$ cat config.mk
export PLATFORM = sky130hd
export DESIGN_NAME = mvuSequencer
export DESIGN_NICKNAME = d
export VERILOG_FILES = /design/src/hw/mvuPkg.sv /design/src/hw/mvuSequencer.sv
export SDC_FILE = /design/constraint.sdc
export NUM_CORES = 1
export LEC_CHECK = 0
export BUFFER_PORTS_ARGS = -buffer_cell sky130_fd_sc_hd__buf_2
export CAP_MARGIN = 20
export CORE_MARGIN = 2
export CORE_UTILIZATION = 40
export CTS_CLUSTER_DIAMETER = 30
export DETAILED_ROUTE_END_ITERATION = 6
export HOLD_SLACK_MARGIN = 0.15
export PLACE_DENSITY = 0.83
export SETUP_SLACK_MARGIN = 0.2
export SYNTH_ARGS = -nofsm -noshare
export SYNTH_HDL_FRONTEND = slang
export SYNTH_SLANG_ARGS = --single-unit
$ cat constraint.sdc
create_clock -name clk -period 3.3 [get_ports clk]
set_input_delay 0.165 -clock clk [delete_from_list [all_inputs] [get_ports clk]]
set_output_delay 0.165 -clock clk [all_outputs]
set_load 0.05 [all_outputs]
$ cat src/hw/mvuPkg.sv
package mvuPkg;

	// Operand widths
	localparam int unsigned WEIGHT_WIDTH = 8;	// Signed weights, lane layout depends on it
	localparam int unsigned ACTIVATION_WIDTH = 8;	// Unsigned unless the top level says otherwise
	localparam int unsigned PROD_WIDTH = WEIGHT_WIDTH + ACTIVATION_WIDTH;	// 16

	// Packed multiplier word holding two rows
	localparam int unsigned LANE_WORD_WIDTH = 58;
	localparam int unsigned LOWER_LANE_WIDTH = PROD_WIDTH;	// Low part of the lower row
	localparam int unsigned CANARY_WIDTH = 2;	// Borrow tracking bits
	localparam int unsigned UPPER_LANE_OFFSET = LOWER_LANE_WIDTH;	// Upper row weight shift
	localparam int unsigned UPPER_LANE_SPAN = LANE_WORD_WIDTH - UPPER_LANE_OFFSET;	// 42
	localparam int unsigned UPPER_FIELD_WIDTH = UPPER_LANE_SPAN - CANARY_WIDTH;	// Above canaries

	// Same 58 bits, read as one signed word or as lanes
	typedef union packed {
		logic signed [LANE_WORD_WIDTH-1:0] full;	// Multiply and accumulate view
		struct packed {
			logic [UPPER_FIELD_WIDTH-1:0] upper;	// Upper row above the canaries
			logic [CANARY_WIDTH-1:0] canary;	// Lowest upper-row bits
			logic [LOWER_LANE_WIDTH-1:0] lower;	// Lower row modulo 2**16
		} split;	// Canary compare and reduction view
	} laneWord_u;

endpackage

$ cat src/hw/mvuSequencer.sv
module mvuSequencer #(
	int unsigned SIMD = 4,	// Elements per chunk
	int unsigned SF = 3,	// Chunks per vector
	localparam int unsigned ADDR_WIDTH = SF > 1 ? $clog2(SF) : 1
)(
	input logic clk,
	input logic rst,
	input logic aVld,	// Chunk strobe from host
	input logic [SIMD-1:0][mvuPkg::ACTIVATION_WIDTH-1:0] a,
	input logic stall,	// Freezes everything
	output logic rdEn,	// Weight read enable
	output logic [ADDR_WIDTH-1:0] rdAddr,	// Current fold
	output logic en,	// Core clock enable
	output logic last,	// Final fold of a vector
	output logic zero,	// No chunk this cycle
	output logic [SIMD-1:0][mvuPkg::ACTIVATION_WIDTH-1:0] aCore
);

	localparam logic [ADDR_WIDTH-1:0] LAST_FOLD = ADDR_WIDTH'(SF - 1);

	logic [ADDR_WIDTH-1:0] fold;	// Chunk counter
	logic accept;	// Chunk taken this cycle
	logic lastFold;	// Counter sits on the final fold

	assign accept = aVld && !stall;	// Chunks are dropped while stalled
	assign lastFold = fold == LAST_FOLD;

	// Fold counter, wraps after the final fold
	always_ff @(posedge clk) begin
		if (rst) begin
			fold <= '0;
		end else if (accept) begin
			fold <= lastFold ? '0 : fold + 1'b1;
		end
	end

	assign rdAddr = fold;	// Weight word for the chunk being offered
	assign rdEn = !stall;
	assign en = !stall;	// Whole core moves with the memory

	// Flags delayed one enabled cycle to meet the registered weight word
	always_ff @(posedge clk) begin
		if (rst) begin
			last <= 1'b0;
			zero <= 1'b1;	// Empty slots add nothing
		end else if (!stall) begin
			last <= accept && lastFold;
			zero <= !accept;	// Bubble enters as a zero product
		end
	end

	// Chunk travels with its flags
	always_ff @(posedge clk) begin
		if (!stall) begin
			aCore <= a;
		end
	end

endmodule

Yosys cells after proc, flatten, opt, wreduce, memory -nomap -nowiden
Cells that the tools add are included.
W data, S select, Z words.
- bits in registers: 36
- input bits: 36
- $add $sub $neg: 1
- eq/ne operators: 1
- multiplexer cells: 1
- reduce and logical (&&, ||, !) cells: 4
- operators with widths (operator ; count):
    $add A2 B1 Y2 const B ; 1
    $eq A2 B2 Y1 const B ; 1
    $logic_and A1 B1 Y1 ; 2
    $logic_not A1 Y1 ; 2
    $mux W2 ; 1

Longest topological paths before layout
- word-level depth: 3
- gate-level depth with buffers: 3

Least setup slack after synthesis
No wires, ideal clock.
- path type: input to output
- start point: in stall
- end point: out rdEn
- arrival: 1.453 ns
- data required time: 3.135 ns
- slack: 1.682 ns
- cell stages on the path: 2
- path through: inv_1 -> buf_4
- longest elaborated chain between the ends: 1
- RTL lines (what ; line ; source):
    from (decl) ; mvuSequencer.sv:10 ; input logic stall,
    $logic_not A1 Y1 ; -- ;
    to (decl) ; mvuSequencer.sv:11 ; output logic rdEn,
No other way between the ends.

Worst setup path after layout
- start point: in stall
- end point: out en
- longest elaborated chain between the ends: 1
- RTL lines (what ; line ; source):
    $logic_not A1 Y1 ; -- ;
    to (decl) ; mvuSequencer.sv:13 ; output logic en,
No other way between the ends.

==> flow_summary.toml <==
[clock_network]
clk_path_buf_depth = 2
clkTransAtPathRegs_ns = 0.10
clk_latency_ns = 0.32
cts_setup_buffers = 0
cts_tree = "yes"
cts_resized = 0
numClockSinks = 36
cts_hold_buf = 35
cts_made_buffers = 5
root_buffer = "clkbuf_4"
htree_levels = 2

[sta]
max_freq_mhz = 503
hold_ws_ns = 0.480
finalCritPeriodShare_pct = 60.3
final-max-slew-violation-count = 0
final-setup-viol-count = 0
rsz0062_at_grt = "no"
max_slew.worst_pin.slew_ns = 0.747
fin_worst_skew_ns = 0.000175
worst_slack_ns = 1.31
finalHoldViolations = 0
slew_headroom_pct = 50.1
fin_tns_setup_ns = 0
fin_crit_ns = 1.99

[synth]
synth_nets = 86
synth-seq-cells = 36
syn_inst = 50
postSynthAreaPerCell_um2 = 22.6
ys_seq_area_share_pct = 92.2
synth_cell_types = 10
yosys_warnings = 0
syn_area_mm2 = 0.00113

[setup_path]
crit_required_ns = 3.13
startpoint_type = "input pin"
cp.arrival_ns = 1.82
endpoint_kind = "primary output"
worstPathMaxFanout = 21
worstSetupPathType = "input pin to primary output"

[global_routing]
antenna_found_initial = 0
grt_max_degree = 22
grt_pass1_vias = 945
overflow = 0
grt_pass1_wl_um = 4120
track_usage_pct = 17.7

[floorplan]
core_mm2 = 0.00271
ios = 74
die_area_mm2 = 0.00326
start_util_pct = 41.6
fp.dieH_um = 57.1
placementRows = 19
die_w_um = 57.1

[placement]
dpl.hpwl_um = 1510
gp_congestion = 0.617
dp_worst_setup_slack_ns = 1.81
numPortBuffers = 73

[detailed_routing]
vias = 903
postRouteAntennaNets = 0
drt_pass1_iterations = 4
viasPerCell = 4.58
dr.max_layer_used = "met4"
drtIter0Drc = 22
dr_wl_met3_um = 266
wirelength_met1_um = 842
drc = 0
dr_wl_met2_um = 1510
wirelength_um = 2670
post_drt_wl_per_cell_um = 13.5

[worst_hold_path]
hp-class = "flip-flop to flip-flop"

[run]
maxCapViolCount = 0

[run_status]
status = "completed"

[power]
power.leakage_uw = 0.000854
vdd_drop_max_mv = 0.434
powerDensity_mw_per_mm2 = 505

[final_layout]
antenna_cells = 0
layout.nets = 201
num-fill-cells = 196
area_delta_synth_final_pct = 71.4
drive_gt1_share_pct = 50.0
## per-layer routing
| metal | up-vias | GRT usage [%] |
|---|---|---|
| met5 | - | 0 |
| met2 | 49 | 33.7 |
| met3 | 4 | 8.16 |
| li1 | 420 | - |
| met1 | 430 | 16.1 |
| met4 | 0 | 6.31 |
## state kept, by name, summed over array words and instances (netlist names)
name / flops
aCore: 32
last: 1
rdAddr: 2
zero: 1
## cells by family after synthesis
| group | Yosys count | synth area share, % |
|---|---|---|
| mux | 2 | 1.77 |
| compound gates | 2 | 1.66 |
| simple gates | 7 | 2.99 |
| flops | 36 | 92.2 |
| buf+inv | 3 | 1.33 |
## final timing paths
check / startpoint / endpoint / slack (ns) / cells past startpoint
max: stall / en / 1.31 / 4
max reg2reg: rdAddr[0] / last / 2.46 / 3
min reg2reg: zero / zero / 0.48 / 1
min: zero / zero / 0.48 / 1
## cells in the final DEF, fill, tap and decap left out
cell / instances
buf_2: 73
dlygate4sd3_1: 35
edfxtp_1: 32
nor2_1: 5
clkbuf_4: 5
dfxtp_1: 4
inv_1: 2
mux2i_1: 2
clkinv_2: 2
nor2b_2: 1
nor2b_1: 1
a32oi_1: 1
a211o_2: 1
clkinv_1: 1
buf_4: 1
## synth_stat cells
cell type / count / area share, %
edfxtp_1: 32 / 85
nor2_1: 5 / 1.7
dfxtp_1: 4 / 7.1
inv_1: 2 / 0.67
mux2i_1: 2 / 1.8
a211o_2: 1 / 0.89
a32oi_1: 1 / 0.78
buf_4: 1 / 0.67
nor2b_1: 1 / 0.55
nor2b_2: 1 / 0.78
## worst max-delay path, stage by stage
cell and delay, ns:
dlygate4sd3_1 0.54, buf_2 0.16, inv_1 0.56, buf_2 0.39
## power breakdown
| part | internal (µW) | total (µW) | switching (µW) |
|---|---|---|---|
| logic | 68.4 | 227 | 159 |
| registers | 533 | 542 | 9.53 |
| clock network | 78.1 | 207 | 129 |
## through the flow
step	total power (µW)	utilization, %	cells	cell area (µm²)
finish	976	71.4	197	1930
global route	1010	71.4	197	1930
CTS	986	71.4	197	1930
detailed placement	745	56.6	154	1530
global placement	743	56.6	154	1530
floorplan	692	-	50	1130
## cell type report
class	instances	area, µm²	area share, %
Sequential cell	36	1040	53.8
Timing Repair Buffer	109	723	37.4
Multi-Input combinational cell	11	72.6	3.75
Tap cell	31	38.8	2.01
Clock buffer	5	37.5	1.94
Clock inverter	3	13.8	0.712
Inverter	2	7.51	0.388
No activity file was read; power rests on OpenSTA's default activity.
