===== config.mk =====
export PLATFORM = sky130hd
export DESIGN_NAME = mvuWeightMem
export DESIGN_NICKNAME = d
export VERILOG_FILES = /design/src/hw/mvuPkg.sv /design/src/hw/mvuWeightMem.sv
export SDC_FILE = /design/constraint.sdc
export NUM_CORES = 1
export LEC_CHECK = 0
export BUFFER_PORTS_ARGS = -buffer_cell sky130_fd_sc_hd__buf_2
export CORE_ASPECT_RATIO = 1.25
export CORE_MARGIN = 4
export CORE_UTILIZATION = 35
export DETAILED_ROUTE_END_ITERATION = 12
export GPL_TIMING_DRIVEN = 0
export PLACE_DENSITY = 0.6
export SYNTH_ARGS = -nofsm -noshare
export SYNTH_HDL_FRONTEND = slang
export SYNTH_SLANG_ARGS = --single-unit

===== constraint.sdc =====
create_clock -name clk -period 10.5 [get_ports clk]
set_input_delay 0.525 -clock clk [delete_from_list [all_inputs] [get_ports clk]]
set_output_delay 0.525 -clock clk [all_outputs]
set_load 0.03 [all_outputs]

===== src/hw/mvuPkg.sv =====
package mvuPkg;

	// Operand widths
	localparam int unsigned WEIGHT_WIDTH = 8;	// Signed weights, lane layout depends on it
	localparam int unsigned ACTIVATION_WIDTH = 8;	// Unsigned unless the top level says otherwise
	localparam int unsigned PROD_WIDTH = WEIGHT_WIDTH + ACTIVATION_WIDTH;	// 16

	// Packed multiplier word holding two rows
	localparam int unsigned LANE_WORD_WIDTH = 58;
	localparam int unsigned LOWER_LANE_WIDTH = PROD_WIDTH;	// Low part of the lower row
	localparam int unsigned CANARY_WIDTH = 2;	// Borrow tracking bits
	localparam int unsigned UPPER_LANE_OFFSET = LOWER_LANE_WIDTH;	// Upper row weight shift
	localparam int unsigned UPPER_LANE_SPAN = LANE_WORD_WIDTH - UPPER_LANE_OFFSET;	// 42
	localparam int unsigned UPPER_FIELD_WIDTH = UPPER_LANE_SPAN - CANARY_WIDTH;	// Above canaries

	// Same 58 bits, read as one signed word or as lanes
	typedef union packed {
		logic signed [LANE_WORD_WIDTH-1:0] full;	// Multiply and accumulate view
		struct packed {
			logic [UPPER_FIELD_WIDTH-1:0] upper;	// Upper row above the canaries
			logic [CANARY_WIDTH-1:0] canary;	// Lowest upper-row bits
			logic [LOWER_LANE_WIDTH-1:0] lower;	// Lower row modulo 2**16
		} split;	// Canary compare and reduction view
	} laneWord_u;

endpackage


===== src/hw/mvuWeightMem.sv =====
module mvuWeightMem #(
	int unsigned PE = 4,	// Rows
	int unsigned SIMD = 4,	// Weights per row and fold
	int unsigned SF = 3,	// Folds
	localparam int unsigned ADDR_WIDTH = SF > 1 ? $clog2(SF) : 1
)(
	input logic clk,
	input logic rst,
	input logic wrEn,	// Host write strobe
	input logic [ADDR_WIDTH-1:0] wrAddr,	// Fold index of the write
	input logic signed [PE-1:0][SIMD-1:0][mvuPkg::WEIGHT_WIDTH-1:0] wrData,
	input logic rdEn,	// Low while stalled
	input logic [ADDR_WIDTH-1:0] rdAddr,	// Fold index from sequencer
	output logic signed [PE-1:0][SIMD-1:0][mvuPkg::WEIGHT_WIDTH-1:0] w
);
	import mvuPkg::*;

	// One full fold word per entry
	logic signed [PE-1:0][SIMD-1:0][WEIGHT_WIDTH-1:0] mem [SF];

	always_ff @(posedge clk) begin
		if (wrEn) begin
			mem[wrAddr] <= wrData;	// Whole fold at once
		end
	end

	// Registered read, held through a stall
	always_ff @(posedge clk) begin
		if (rst) begin
			w <= '0;
		end else if (rdEn) begin
			w <= mem[rdAddr];	// Lines up with the chunk register in sequencer
		end
	end

endmodule


# Word level (Yosys, flattened, before mapping)
# Memories as Yosys holds them, arrays and structs flattened. A register that Yosys moved wholly into a read port is not among the register bits.
# Cells that the tools add are included.
# W data, S select, Z words.
dict set report classes {
  n_reduce_logical 0
  bitwise_logic 0
  n_div 0
  n_mux 2
  order_cmp 0
  eq_ne 0
  n_mul 0
  add_sub_neg 0
  shifts 0
}
# cell count
set ops {}
lappend ops {{$mux W1} 2}
dict set report totals {
  reg_bits 0
  input_bits 136
  rom_bits 0
  ramBits 384
  latch_bits 0
  memories 1
}
# name depth word_bits rd rd_clocked_by_memory_dff wr line
set memory_table {}
lappend memory_table {mem 3 128 1 1 1 mvuWeightMem.sv:19} ;# logic signed [PE-1:0][SIMD-1:0][WEIGHT_WIDTH-1:0] mem [SF];

# Longest topological paths before layout
# Gate-level depths: netlist of the first run.
dict set report depth {
  word_depth 2
  ltp_mapped 5
  mapped_depth_nobuf 2
}

# Worst setup path before layout of the first run
# No wires, ideal clock.
dict set report synth_path {
  path_kind {input-to-reg}
  from {in wrAddr[0]}
  to {mem mem[0][0] (netlist bit), enable pin}
  arrival_time_ns 9.826
  setup_time_ns 0.801
  cell_stages 1
  required_time_ns 9.699
  path_slack_ns -0.126
  path_buffers 0
  path_cell_list {nor3b_1}
}
# element line
set synth_lines {}
lappend synth_lines {{from (decl)} mvuWeightMem.sv:10} ;# input logic [ADDR_WIDTH-1:0] wrAddr,
lappend synth_lines {{to (decl)} mvuWeightMem.sv:19}
# Straight into the memory's write port.

==> impl_metrics.json, run 1 <==
{
  "cap_violations": 0,
  "yosys.area_share.xor_xnor_pct": 0,
  "ctsResizeCount": 0,
  "min_path_cells": 1,
  "ys_seq_area_share_pct": 74.4,
  "worst_r2r_startpoint": "mem[0][111]",
  "endpoint_kind": "flip-flop",
  "drt_wl_total_mm": 49.0,
  "reg2reg_slack_ps": 9660,
  "path_clk_slew_ps": 60,
  "finalWorstPathRequiredPeriod_ps": 1950,
  "layout.cells.most_common_list": "384 x sky130_fd_sc_hd__edfxtp_1, 290 x sky130_fd_sc_hd__buf_2",
  "synthMuxAreaShare_pct": 6.76,
  "grt_antenna_before_repair": 14,
  "dpl-instance-area_mm2": 0.0215,
  "vdd_drop_max_mv": 0.136,
  "fin_area_mm2": 0.0231,
  "detail_route.wl_per_cell_um": 22.0,
  "grt_remaining_overflow": 0,
  "placement.setup.worst_slack_ps": 7870,
  "synth_seq_cells": 512,
  "drcViolationCount": 0,
  "wp_data_required_ps": 10930,
  "drv_slew": 0,
  "multi_input_area_mm2": 0.00444,
  "floorplan.die.height_um": 268,
  "numClockSinks": 512,
  "min_period_over_period_pct": 18.5,
  "synth_top_family_by_area": "simple AND/OR/NAND/NOR gates",
  "syn-num-nets": 1262,
  "routed-via-count": 11356,
  "critical_path_peak_fanout": 10,
  "initial_core_utilization_pct": 35.3,
  "setup_repair_after_global_routing_missed_its_margin": "no",
  "die_footprint_mm2": 0.0579,
  "post_synth_num_cell_types": 15,
  "worstHoldStart": "wrData[30]",
  "layout_commonest_cell": "sky130_fd_sc_hd__edfxtp_1",
  "finalSetupTns_ps": 0,
  "worst-r2r-cell-count": 2,
  "io_pins": 264,
  "drive_gt1_share_pct": 26.4,
  "yosys_warnings": 0,
  "placed_instance_count": 2130,
  "cts_root_buf": "sky130_fd_sc_hd__clkbuf_16",
  "grt_first_pass_wirelength_mm": 72.2,
  "post_synth_and_or_nand_nor_area_fraction_pct": 10.3,
  "max_clock_freq_ghz": 0.514,
  "areaGrowthSynthToFinish_pct": 22.0,
  "core_area_mm2": 0.0537,
  "hold_end": "mem[1][30]",
  "pin_count_of_the_biggest_net_entering_global_routing": 47,
  "clkLatencyLatePin_ps": 580,
  "stdcell_count": 2230,
  "drt.antenna.violating_nets": 0,
  "place.port_buffers": 262,
  "number_of_buffers_created_by_cts": 51,
  "power_density_over_the_cells_mw_per_mm2": 191,
  "cts_hold_repair.buffers": 0,
  "register_area_mm2": 0.0141,
  "synth_cells": 1126,
  "hold_class": "primary input to flip-flop",
  "yosys.area_share.adder_pct": 0,
  "grtUsageTotal_pct": 16.3,
  "worst_slack_ps": 8550,
  "die_width_um": 216,
  "vias_in_the_first_global_route": 11926,
  "r2r-end": "w[111]",
  "place_congestion": 0.745,
  "cp-start-kind": "primary input",
  "worstMarginPinSlew_ps": 1270,
  "nets": 1592,
  "first_iter_violations": 775,
  "finalSetupViolations": 0,
  "cts_tree": "built",
  "syn_std_cell_area_mm2": 0.0189,
  "viasPerCell": 5.09,
  "cts_max_level": 2,
  "hold_violations": 0,
  "p_leak_nw": 8.28,
  "skew_ps": 8.13,
  "timing.setup.critical_path_class": "primary input to flip-flop",
  "relSlewSlack_pct": 15.3,
  "hpwl_mm": 31.2,
  "result_of_the_run": "complete, no violations",
  "data_arrival_time_of_the_worst_path_ps": 2370,
  "cts_max_path_buffers": 3,
  "fillCellCount": 4922,
  "firstDrtPassIters": 5,
  "post_cts_setup_buffer_count": 0,
  "post-route-util_pct": 43.0,
  "synthesis.area_per_instance_um2": 16.8,
  "core.rowCount": 95,
  "synth-compound-area-share_pct": 6.25
}
## Yosys cell counts
cell type	count	share of area, %
sky130_fd_sc_hd__and3b_1	2	0.093
sky130_fd_sc_hd__nand4b_1	128	5.9
sky130_fd_sc_hd__edfxtp_1	384	61
sky130_fd_sc_hd__clkbuf_1	42	0.83
sky130_fd_sc_hd__mux2i_1	128	6.8
sky130_fd_sc_hd__o221ai_1	118	5.5
sky130_fd_sc_hd__buf_1	24	0.48
sky130_fd_sc_hd__buf_2	28	0.74
sky130_fd_sc_hd__buf_6	2	0.12
sky130_fd_sc_hd__o221ai_2	10	0.79
sky130_fd_sc_hd__nand2b_1	128	4.2
sky130_fd_sc_hd__or3b_1	1	0.046
sky130_fd_sc_hd__dfxtp_1	128	14
sky130_fd_sc_hd__nor3b_1	1	0.040
sky130_fd_sc_hd__buf_4	2	0.079
## sequential cells by signal, indices dropped and copies added, names as in the netlist
name,count
mem,384
w,128
## stage by stage
stage | total power [mW] | hold slack, ps
floorplan | 2.58 | 475
global placement | 2.73 | 479
finish | 4.41 | 145
CTS | 4.46 | 97.8
detailed placement | 2.74 | 487
global route | 4.58 | 106
## worst max-delay path by stage
stage | start | end | slack, ps | cells past startpoint
after floorplan | wrAddr[0] | mem[0][0] | 4490 | 1
after global placement | wrAddr[0] | mem[0][102] | -70 | 2
after detailed placement | rdEn | w[57] | 7870 | 5
after CTS | rdEn | w[57] | 8490 | 5
after global routing | rdEn | w[93] | 8460 | 5
final | rdEn | w[90] | 8550 | 5
## final cells by class
type	instances	area share (%)
diodes	5	0.0542
plain buffers	98	1.84
clock buffers	71	6.12
clock inverters	24	0.655
multi-input cells	516	19.2
flip-flops and latches	512	61.0
well taps	727	3.94
repair buffers	277	7.18
## logic make-up (layout without fill, tap and decap cells)
group,after synthesis,in the layout
flip-flops,512,512
buffers and inverters,98,470
other,0,5
AND/OR/NAND/NOR,260,260
AO/OA/AOI/OAI,128,128
multiplexers,128,128
## power by group
part	internal [mW]	switching (mW)	total (mW)
registers	2.29	0.0397	2.33
logic	0.123	0.240	0.363
clock network	0.966	0.749	1.71
total	3.38	1.03	4.41
## metal layers
metal  GRT usage [%]  up-vias  share of wire (%)  routed length (µm)
met5               0        -               0.11                  55
met4            5.50       10                3.2                1560
met3            4.55      102                6.6                3220
met2            28.6      319                 51               24900
met1            19.5     5722                 39               19300
li1                -     5203                  -                   -
## worst max-delay path, stage by stage
cell and delay [ps]:
sky130_fd_sc_hd__buf_2 160, sky130_fd_sc_hd__clkbuf_1 950, sky130_fd_sc_hd__clkbuf_1 440, sky130_fd_sc_hd__nand2b_1 170, sky130_fd_sc_hd__o221ai_1 110
Note: power is estimated with default switching activity, not from simulation.
==> run 2, diff against run 1 <==
Settings changed: PLACE_DENSITY 0.6 to 0.58.
Clock period 10.5 ns to 1.9 ns, I/O delays scaled along.
==> run 2 against run 1 <==
Net effect:
- total power grew to 5.8 times the previous value
- wire length is 2.3% higher
- via count is 4.0% higher
- cell area is 6.3% higher
- combinational power grew to 6.2 times the previous value
- clock skew is 0.64 ps lower
- cell count is 5.7% higher
- register-to-register slack worse by 8600 ps
- critical path depth stayed put
- sequential power grew to 5.5 times the previous value
- hold slack worse by 79 ps
- clock power grew to 6.0 times the previous value
- highest routed layer unchanged
==> impl_metrics.json, run 2 (synthesized netlist as in run 1, its figures left out) <==
{
  "endpoint_kind": "flip-flop",
  "nets": 1723,
  "drt_wl_total_mm": 50.2,
  "cp-start-kind": "primary input",
  "viasPerCell": 5.01,
  "hold_class": "primary input to flip-flop",
  "clkLatencyLatePin_ps": 580,
  "drv_slew": 0,
  "grtUsageTotal_pct": 16.7,
  "place_congestion": 0.730,
  "min_period_over_period_pct": 75.6,
  "core.rowCount": 95,
  "dpl-instance-area_mm2": 0.0215,
  "layout.cells.most_common_list": "384 x sky130_fd_sc_hd__edfxtp_1, 290 x sky130_fd_sc_hd__buf_2, 130 x sky130_fd_sc_hd__dlygate4sd3_1",
  "skew_ps": 7.48,
  "vias_in_the_first_global_route": 12217,
  "detail_route.wl_per_cell_um": 21.3,
  "die_width_um": 216,
  "finalWorstPathRequiredPeriod_ps": 1440,
  "relSlewSlack_pct": 20.5,
  "worstHoldStart": "wrAddr[1]",
  "power_density_over_the_cells_mw_per_mm2": 1040,
  "grt_remaining_overflow": 0,
  "cts_max_level": 2,
  "drt.antenna.violating_nets": 0,
  "result_of_the_run": "complete, no violations",
  "number_of_buffers_created_by_cts": 52,
  "worst_r2r_startpoint": "mem[1][85]",
  "place.port_buffers": 262,
  "p_leak_nw": 8.91,
  "worst-r2r-cell-count": 2,
  "r2r-end": "w[85]",
  "min_path_cells": 3,
  "post_cts_setup_buffer_count": 0,
  "initial_core_utilization_pct": 35.3,
  "firstDrtPassIters": 5,
  "floorplan.die.height_um": 268,
  "numClockSinks": 512,
  "fin_area_mm2": 0.0246,
  "first_iter_violations": 750,
  "largest_register_ffs": 384,
  "cts_hold_repair.buffers": 130,
  "die_footprint_mm2": 0.0579,
  "finalSetupTns_ps": 0,
  "drcViolationCount": 0,
  "reg2reg_slack_ps": 1050,
  "regMostFlops": "mem",
  "max_clock_freq_ghz": 0.696,
  "data_arrival_time_of_the_worst_path_ps": 1860,
  "hold_end": "mem[0][32]",
  "cts_tree": "built",
  "wp_data_required_ps": 2330,
  "core_area_mm2": 0.0537,
  "routed-via-count": 11807,
  "ctsResizeCount": 0,
  "path_clk_slew_ps": 60,
  "grt_first_pass_wirelength_mm": 74.3,
  "pin_count_of_the_biggest_net_entering_global_routing": 42,
  "io_pins": 264,
  "vdd_drop_max_mv": 0.838,
  "cap_violations": 0,
  "finalSetupViolations": 0,
  "critical_path_peak_fanout": 10,
  "hold_violations": 0,
  "timing.setup.critical_path_class": "primary input to flip-flop",
  "drive_gt1_share_pct": 25.1,
  "cts_max_path_buffers": 3,
  "top_regs": "mem (384), w (128)",
  "multi_input_area_mm2": 0.00444,
  "hpwl_mm": 31.8,
  "cts_root_buf": "sky130_fd_sc_hd__clkbuf_16",
  "areaGrowthSynthToFinish_pct": 29.7,
  "worstMarginPinSlew_ps": 1190,
  "setup_repair_after_global_routing_missed_its_margin": "no",
  "grt_antenna_before_repair": 3,
  "register_area_mm2": 0.0141,
  "fillCellCount": 4759,
  "layout_commonest_cell": "sky130_fd_sc_hd__edfxtp_1"
}
[run 2: cell types whose count changed in the layout (fill, tap and decap cells not counted), sizes merged]
cell | previous run | this run
bufinv | 1 | 5
diode | 5 | 1
inv | 1 | 0
clkinv | 20 | 21
clkbuf | 113 | 109
dlygate4sd3 | 0 | 130
clkinvlp | 2 | 3
[run 2: worst max-delay path: stages]
cell	delay (ps)
sky130_fd_sc_hd__buf_2	170
sky130_fd_sc_hd__clkbuf_1	880
sky130_fd_sc_hd__clkbuf_1	410
sky130_fd_sc_hd__nand2b_1	170
sky130_fd_sc_hd__o221ai_1	120
[run 2: layout make-up]
cell class              instances  share of cell area [%]
plain buffers                  98                    1.73
clock buffers                  67                    5.94
multi-input cells             516                    18.1
clock inverters                29                    1.15
flip-flops and latches        512                    57.4
diodes                          1                  0.0102
well taps                     727                    3.70
repair buffers                407                    12.0
[run 2: worst max path at each step]
stage	start	end	slack, ps	depth (start not counted)
after floorplan	wrEn	mem[0][0]	-1900	1
after global placement	wrEn	mem[0][109]	-4920	2
after detailed placement	rdEn	w[17]	-340	5
after CTS	rdEn	w[17]	290	5
after global routing	rdEn	w[17]	240	5
final	rdEn	w[84]	460	5
[run 2: per-stage QoR]
step / hold slack [ps] / cells / total power [mW] / utilization [%] / setup slack (ps)
floorplan: 194 / 1126 / 14.2 / - / -1900
global placement: 294 / 2115 / 15.1 / 39.4 / -4920
detailed placement: 298 / 2130 / 15.2 / 40.0 / -339
CTS: 19.9 / 2356 / 25.7 / 45.7 / 288
global route: 42.0 / 2357 / 26.4 / 45.7 / 242
finish: 66.2 / 2357 / 25.4 / 45.7 / 464
[run 2: layer usage]
| metal | global-route usage (%) | wire [µm] |
|---|---|---|
| met4 | 4.43 | 1090 |
| met3 | 3.69 | 2890 |
| met1 | 20.6 | 20300 |
| met5 | 0 | 13 |
| met2 | 29.9 | 25800 |
[run 2: power breakdown]
| part | leakage, nW | switching, mW | internal (mW) |
|---|---|---|---|
| clock | 0.864 | 4.24 | 6.09 |
| sequential | 4.58 | 0.213 | 12.7 |
| combinational | 3.47 | 1.38 | 0.853 |
==> run 3, diff against run 2 <==
Clock period 1.9 ns to 1.4 ns, I/O delays scaled along.
==> run 3 against run 2 <==
Net effect:
- cell count did not move
- via count fell by 0.19%
- clock-buffer cell count did not move
- critical path depth rose by 1
- setup slack got worse by 330 ps
- hold slack got worse by 42 ps
- flip-flop and latch count did not move
- critical path type unchanged
- largest cell class unchanged
- largest power group unchanged
==> impl_metrics.json, run 3 (synthesized netlist as in run 1, its figures left out) <==
{
  "result_of_the_run": "complete, no violations",
  "hold_violations": 0,
  "firstDrtPassIters": 5,
  "pwr-share-comb_pct": 8.8,
  "timing.critical_path.slowest_cell_delay_ps": 520,
  "first_iter_violations": 776,
  "grtUsageTotal_pct": 16.7,
  "cts_tree": "built",
  "grt_antenna_before_repair": 3,
  "initial_core_utilization_pct": 35.3,
  "drcViolationCount": 0,
  "multi_input_area_mm2": 0.00444,
  "floorplan.die.height_um": 268,
  "nets": 1723,
  "routed-via-count": 11784,
  "place_congestion": 0.730,
  "place.port_buffers": 262,
  "stdcell_count": 2357,
  "power_switching_mw": 7.91,
  "finalSetupViolations": 0,
  "layout_commonest_cell": "sky130_fd_sc_hd__edfxtp_1",
  "clkLatencyLatePin_ps": 580,
  "critical_path_peak_fanout": 10,
  "wp_data_required_ps": 1890,
  "number_of_buffers_created_by_cts": 52,
  "grt_first_pass_wirelength_mm": 74.4,
  "fillCellCount": 4753,
  "critical-path-slowest-cell": "sky130_fd_sc_hd__buf_1",
  "vdd_drop_max_mv": 1.13,
  "proportion_of_power_drawn_by_the_clock_network_pct": 40.6,
  "total_internal_power_mw": 26.6,
  "crit_path_frequent_cell": "sky130_fd_sc_hd__buf_2",
  "viasPerCell": 5.00,
  "total_power_mw": 34.5,
  "power_density_over_the_cells_mw_per_mm2": 1400,
  "endpoint_kind": "flip-flop",
  "post-route-util_pct": 45.7,
  "relSlewSlack_pct": 59.3,
  "layout.cells.most_common_list": "384 x sky130_fd_sc_hd__edfxtp_1, 290 x sky130_fd_sc_hd__buf_2, 130 x sky130_fd_sc_hd__dlygate4sd3_1",
  "top_regs": "mem (384), w (128)",
  "register_area_mm2": 0.0141,
  "max_clock_freq_ghz": 0.790,
  "pin_count_of_the_biggest_net_entering_global_routing": 42,
  "io_pins": 264,
  "detail_route.wl_per_cell_um": 21.3,
  "cts_root_buf": "sky130_fd_sc_hd__clkbuf_16",
  "die_width_um": 216,
  "drt.antenna.violating_nets": 0,
  "setup_repair_after_global_routing_missed_its_margin": "no",
  "core_area_mm2": 0.0537,
  "regMostFlops": "mem",
  "post_cts_setup_buffer_count": 0,
  "finalWorstPathRequiredPeriod_ps": 1270,
  "worstMarginPinSlew_ps": 611,
  "cp-start-kind": "primary input",
  "drt_wl_total_mm": 50.2,
  "min_period_over_period_pct": 90.4,
  "placed_instance_count": 2130,
  "die_footprint_mm2": 0.0579,
  "crit_buf_inv": 4,
  "crit_path_cell_trace": "buf_2 -> buf_2 -> buf_2 -> buf_1 -> nand4b_1 -> o221ai_1",
  "data_arrival_time_of_the_worst_path_ps": 1750,
  "areaGrowthSynthToFinish_pct": 29.8,
  "drive_gt1_share_pct": 25.4,
  "numClockSinks": 512,
  "hpwl_mm": 31.8,
  "cts_max_path_buffers": 3,
  "cap_violations": 0,
  "vias_in_the_first_global_route": 12246,
  "skew_ps": 9.08,
  "path_clk_slew_ps": 60,
  "largest_register_ffs": 384,
  "p_leak_nw": 8.94,
  "timing.setup.critical_path_class": "primary input to flip-flop",
  "core.rowCount": 95,
  "p_sw_share_pct": 22.9,
  "hold_class": "primary input to flip-flop",
  "critical_path.top_delay_family": "buffers and inverters",
  "drv_slew": 0,
  "cts_max_level": 2,
  "grt_remaining_overflow": 0,
  "share_seq_of_total_power_pct": 50.6
}
-- run 3: cell count changes in the layout (fill, tap and decap cells not counted), sizes merged --
cell,previous run,this run
dlymetal6s4s,0,1
buf,333,332
-- run 3: layout make-up --
class	count	share of cell area [%]
sequential	512	57.3
timing repair buffer	408	12.1
multi-input combinational	516	18.1
clock buffer	67	5.94
clock inverter	29	1.15
buffer	97	1.74
tap	727	3.70
antenna	1	0.0102
-- run 3: worst paths after layout --
path | endpoint | startpoint | cells after the start | slack [ps]
setup / recovery | w[77] | rdEn | 6 | 130
hold / removal | mem[0][32] | wrAddr[0] | 3 | 20
setup reg to reg | w[85] | mem[1][85] | 2 | 550
hold reg to reg | w[49] | mem[2][49] | 2 | 500
-- run 3: per-layer routing --
layer	wire length, µm	global-route usage (%)	vias to the layer above	share of wire, %
li1	-	-	5446	-
met1	20300	20.6	5941	41
met2	26000	29.9	318	52
met3	2820	3.69	77	5.6
met4	1090	4.43	2	2.2
met5	13	0	-	0.026
-- run 3: tightest hold or removal path, cell delays in order --
cell,delay [ps]
sky130_fd_sc_hd__buf_2,120
sky130_fd_sc_hd__nor3b_4,80
sky130_fd_sc_hd__buf_16,150
-- run 3: stage by stage --
stage	setup slack (ps)	area, µm²	hold WS [ps]	setup TNS, ps
floorplan	-2370	19000	169	-386200
finish	134	24600	23.8	0
CTS	8.82	24600	10.2	0
global placement	-5390	21200	269	-1119820
detailed placement	-814	21500	273	-122940
global route	35.9	24600	1.73	0
-- run 3: power groups by stage --
| stage | Clock (mW) | Sequential, mW | Combinational [mW] |
|---|---|---|---|
| 2_1_floorplan | 0 | 18.3 | 1.06 |
| 3_3_place_gp | 0 | 17.8 | 2.65 |
| 3_5_place_dp | 0 | 17.8 | 2.79 |
| 4_1_cts | 14.4 | 17.5 | 3.10 |
| 5_1_grt | 15.1 | 17.5 | 3.27 |
| 6_report | 14.0 | 17.5 | 3.04 |
-- run 3: timing repair --
action                     in CTS  in global routing
setup endpoints to repair     110                 15
hold buffers                  132                  0
hold endpoints to repair      398                  0
resized for setup               3                  2
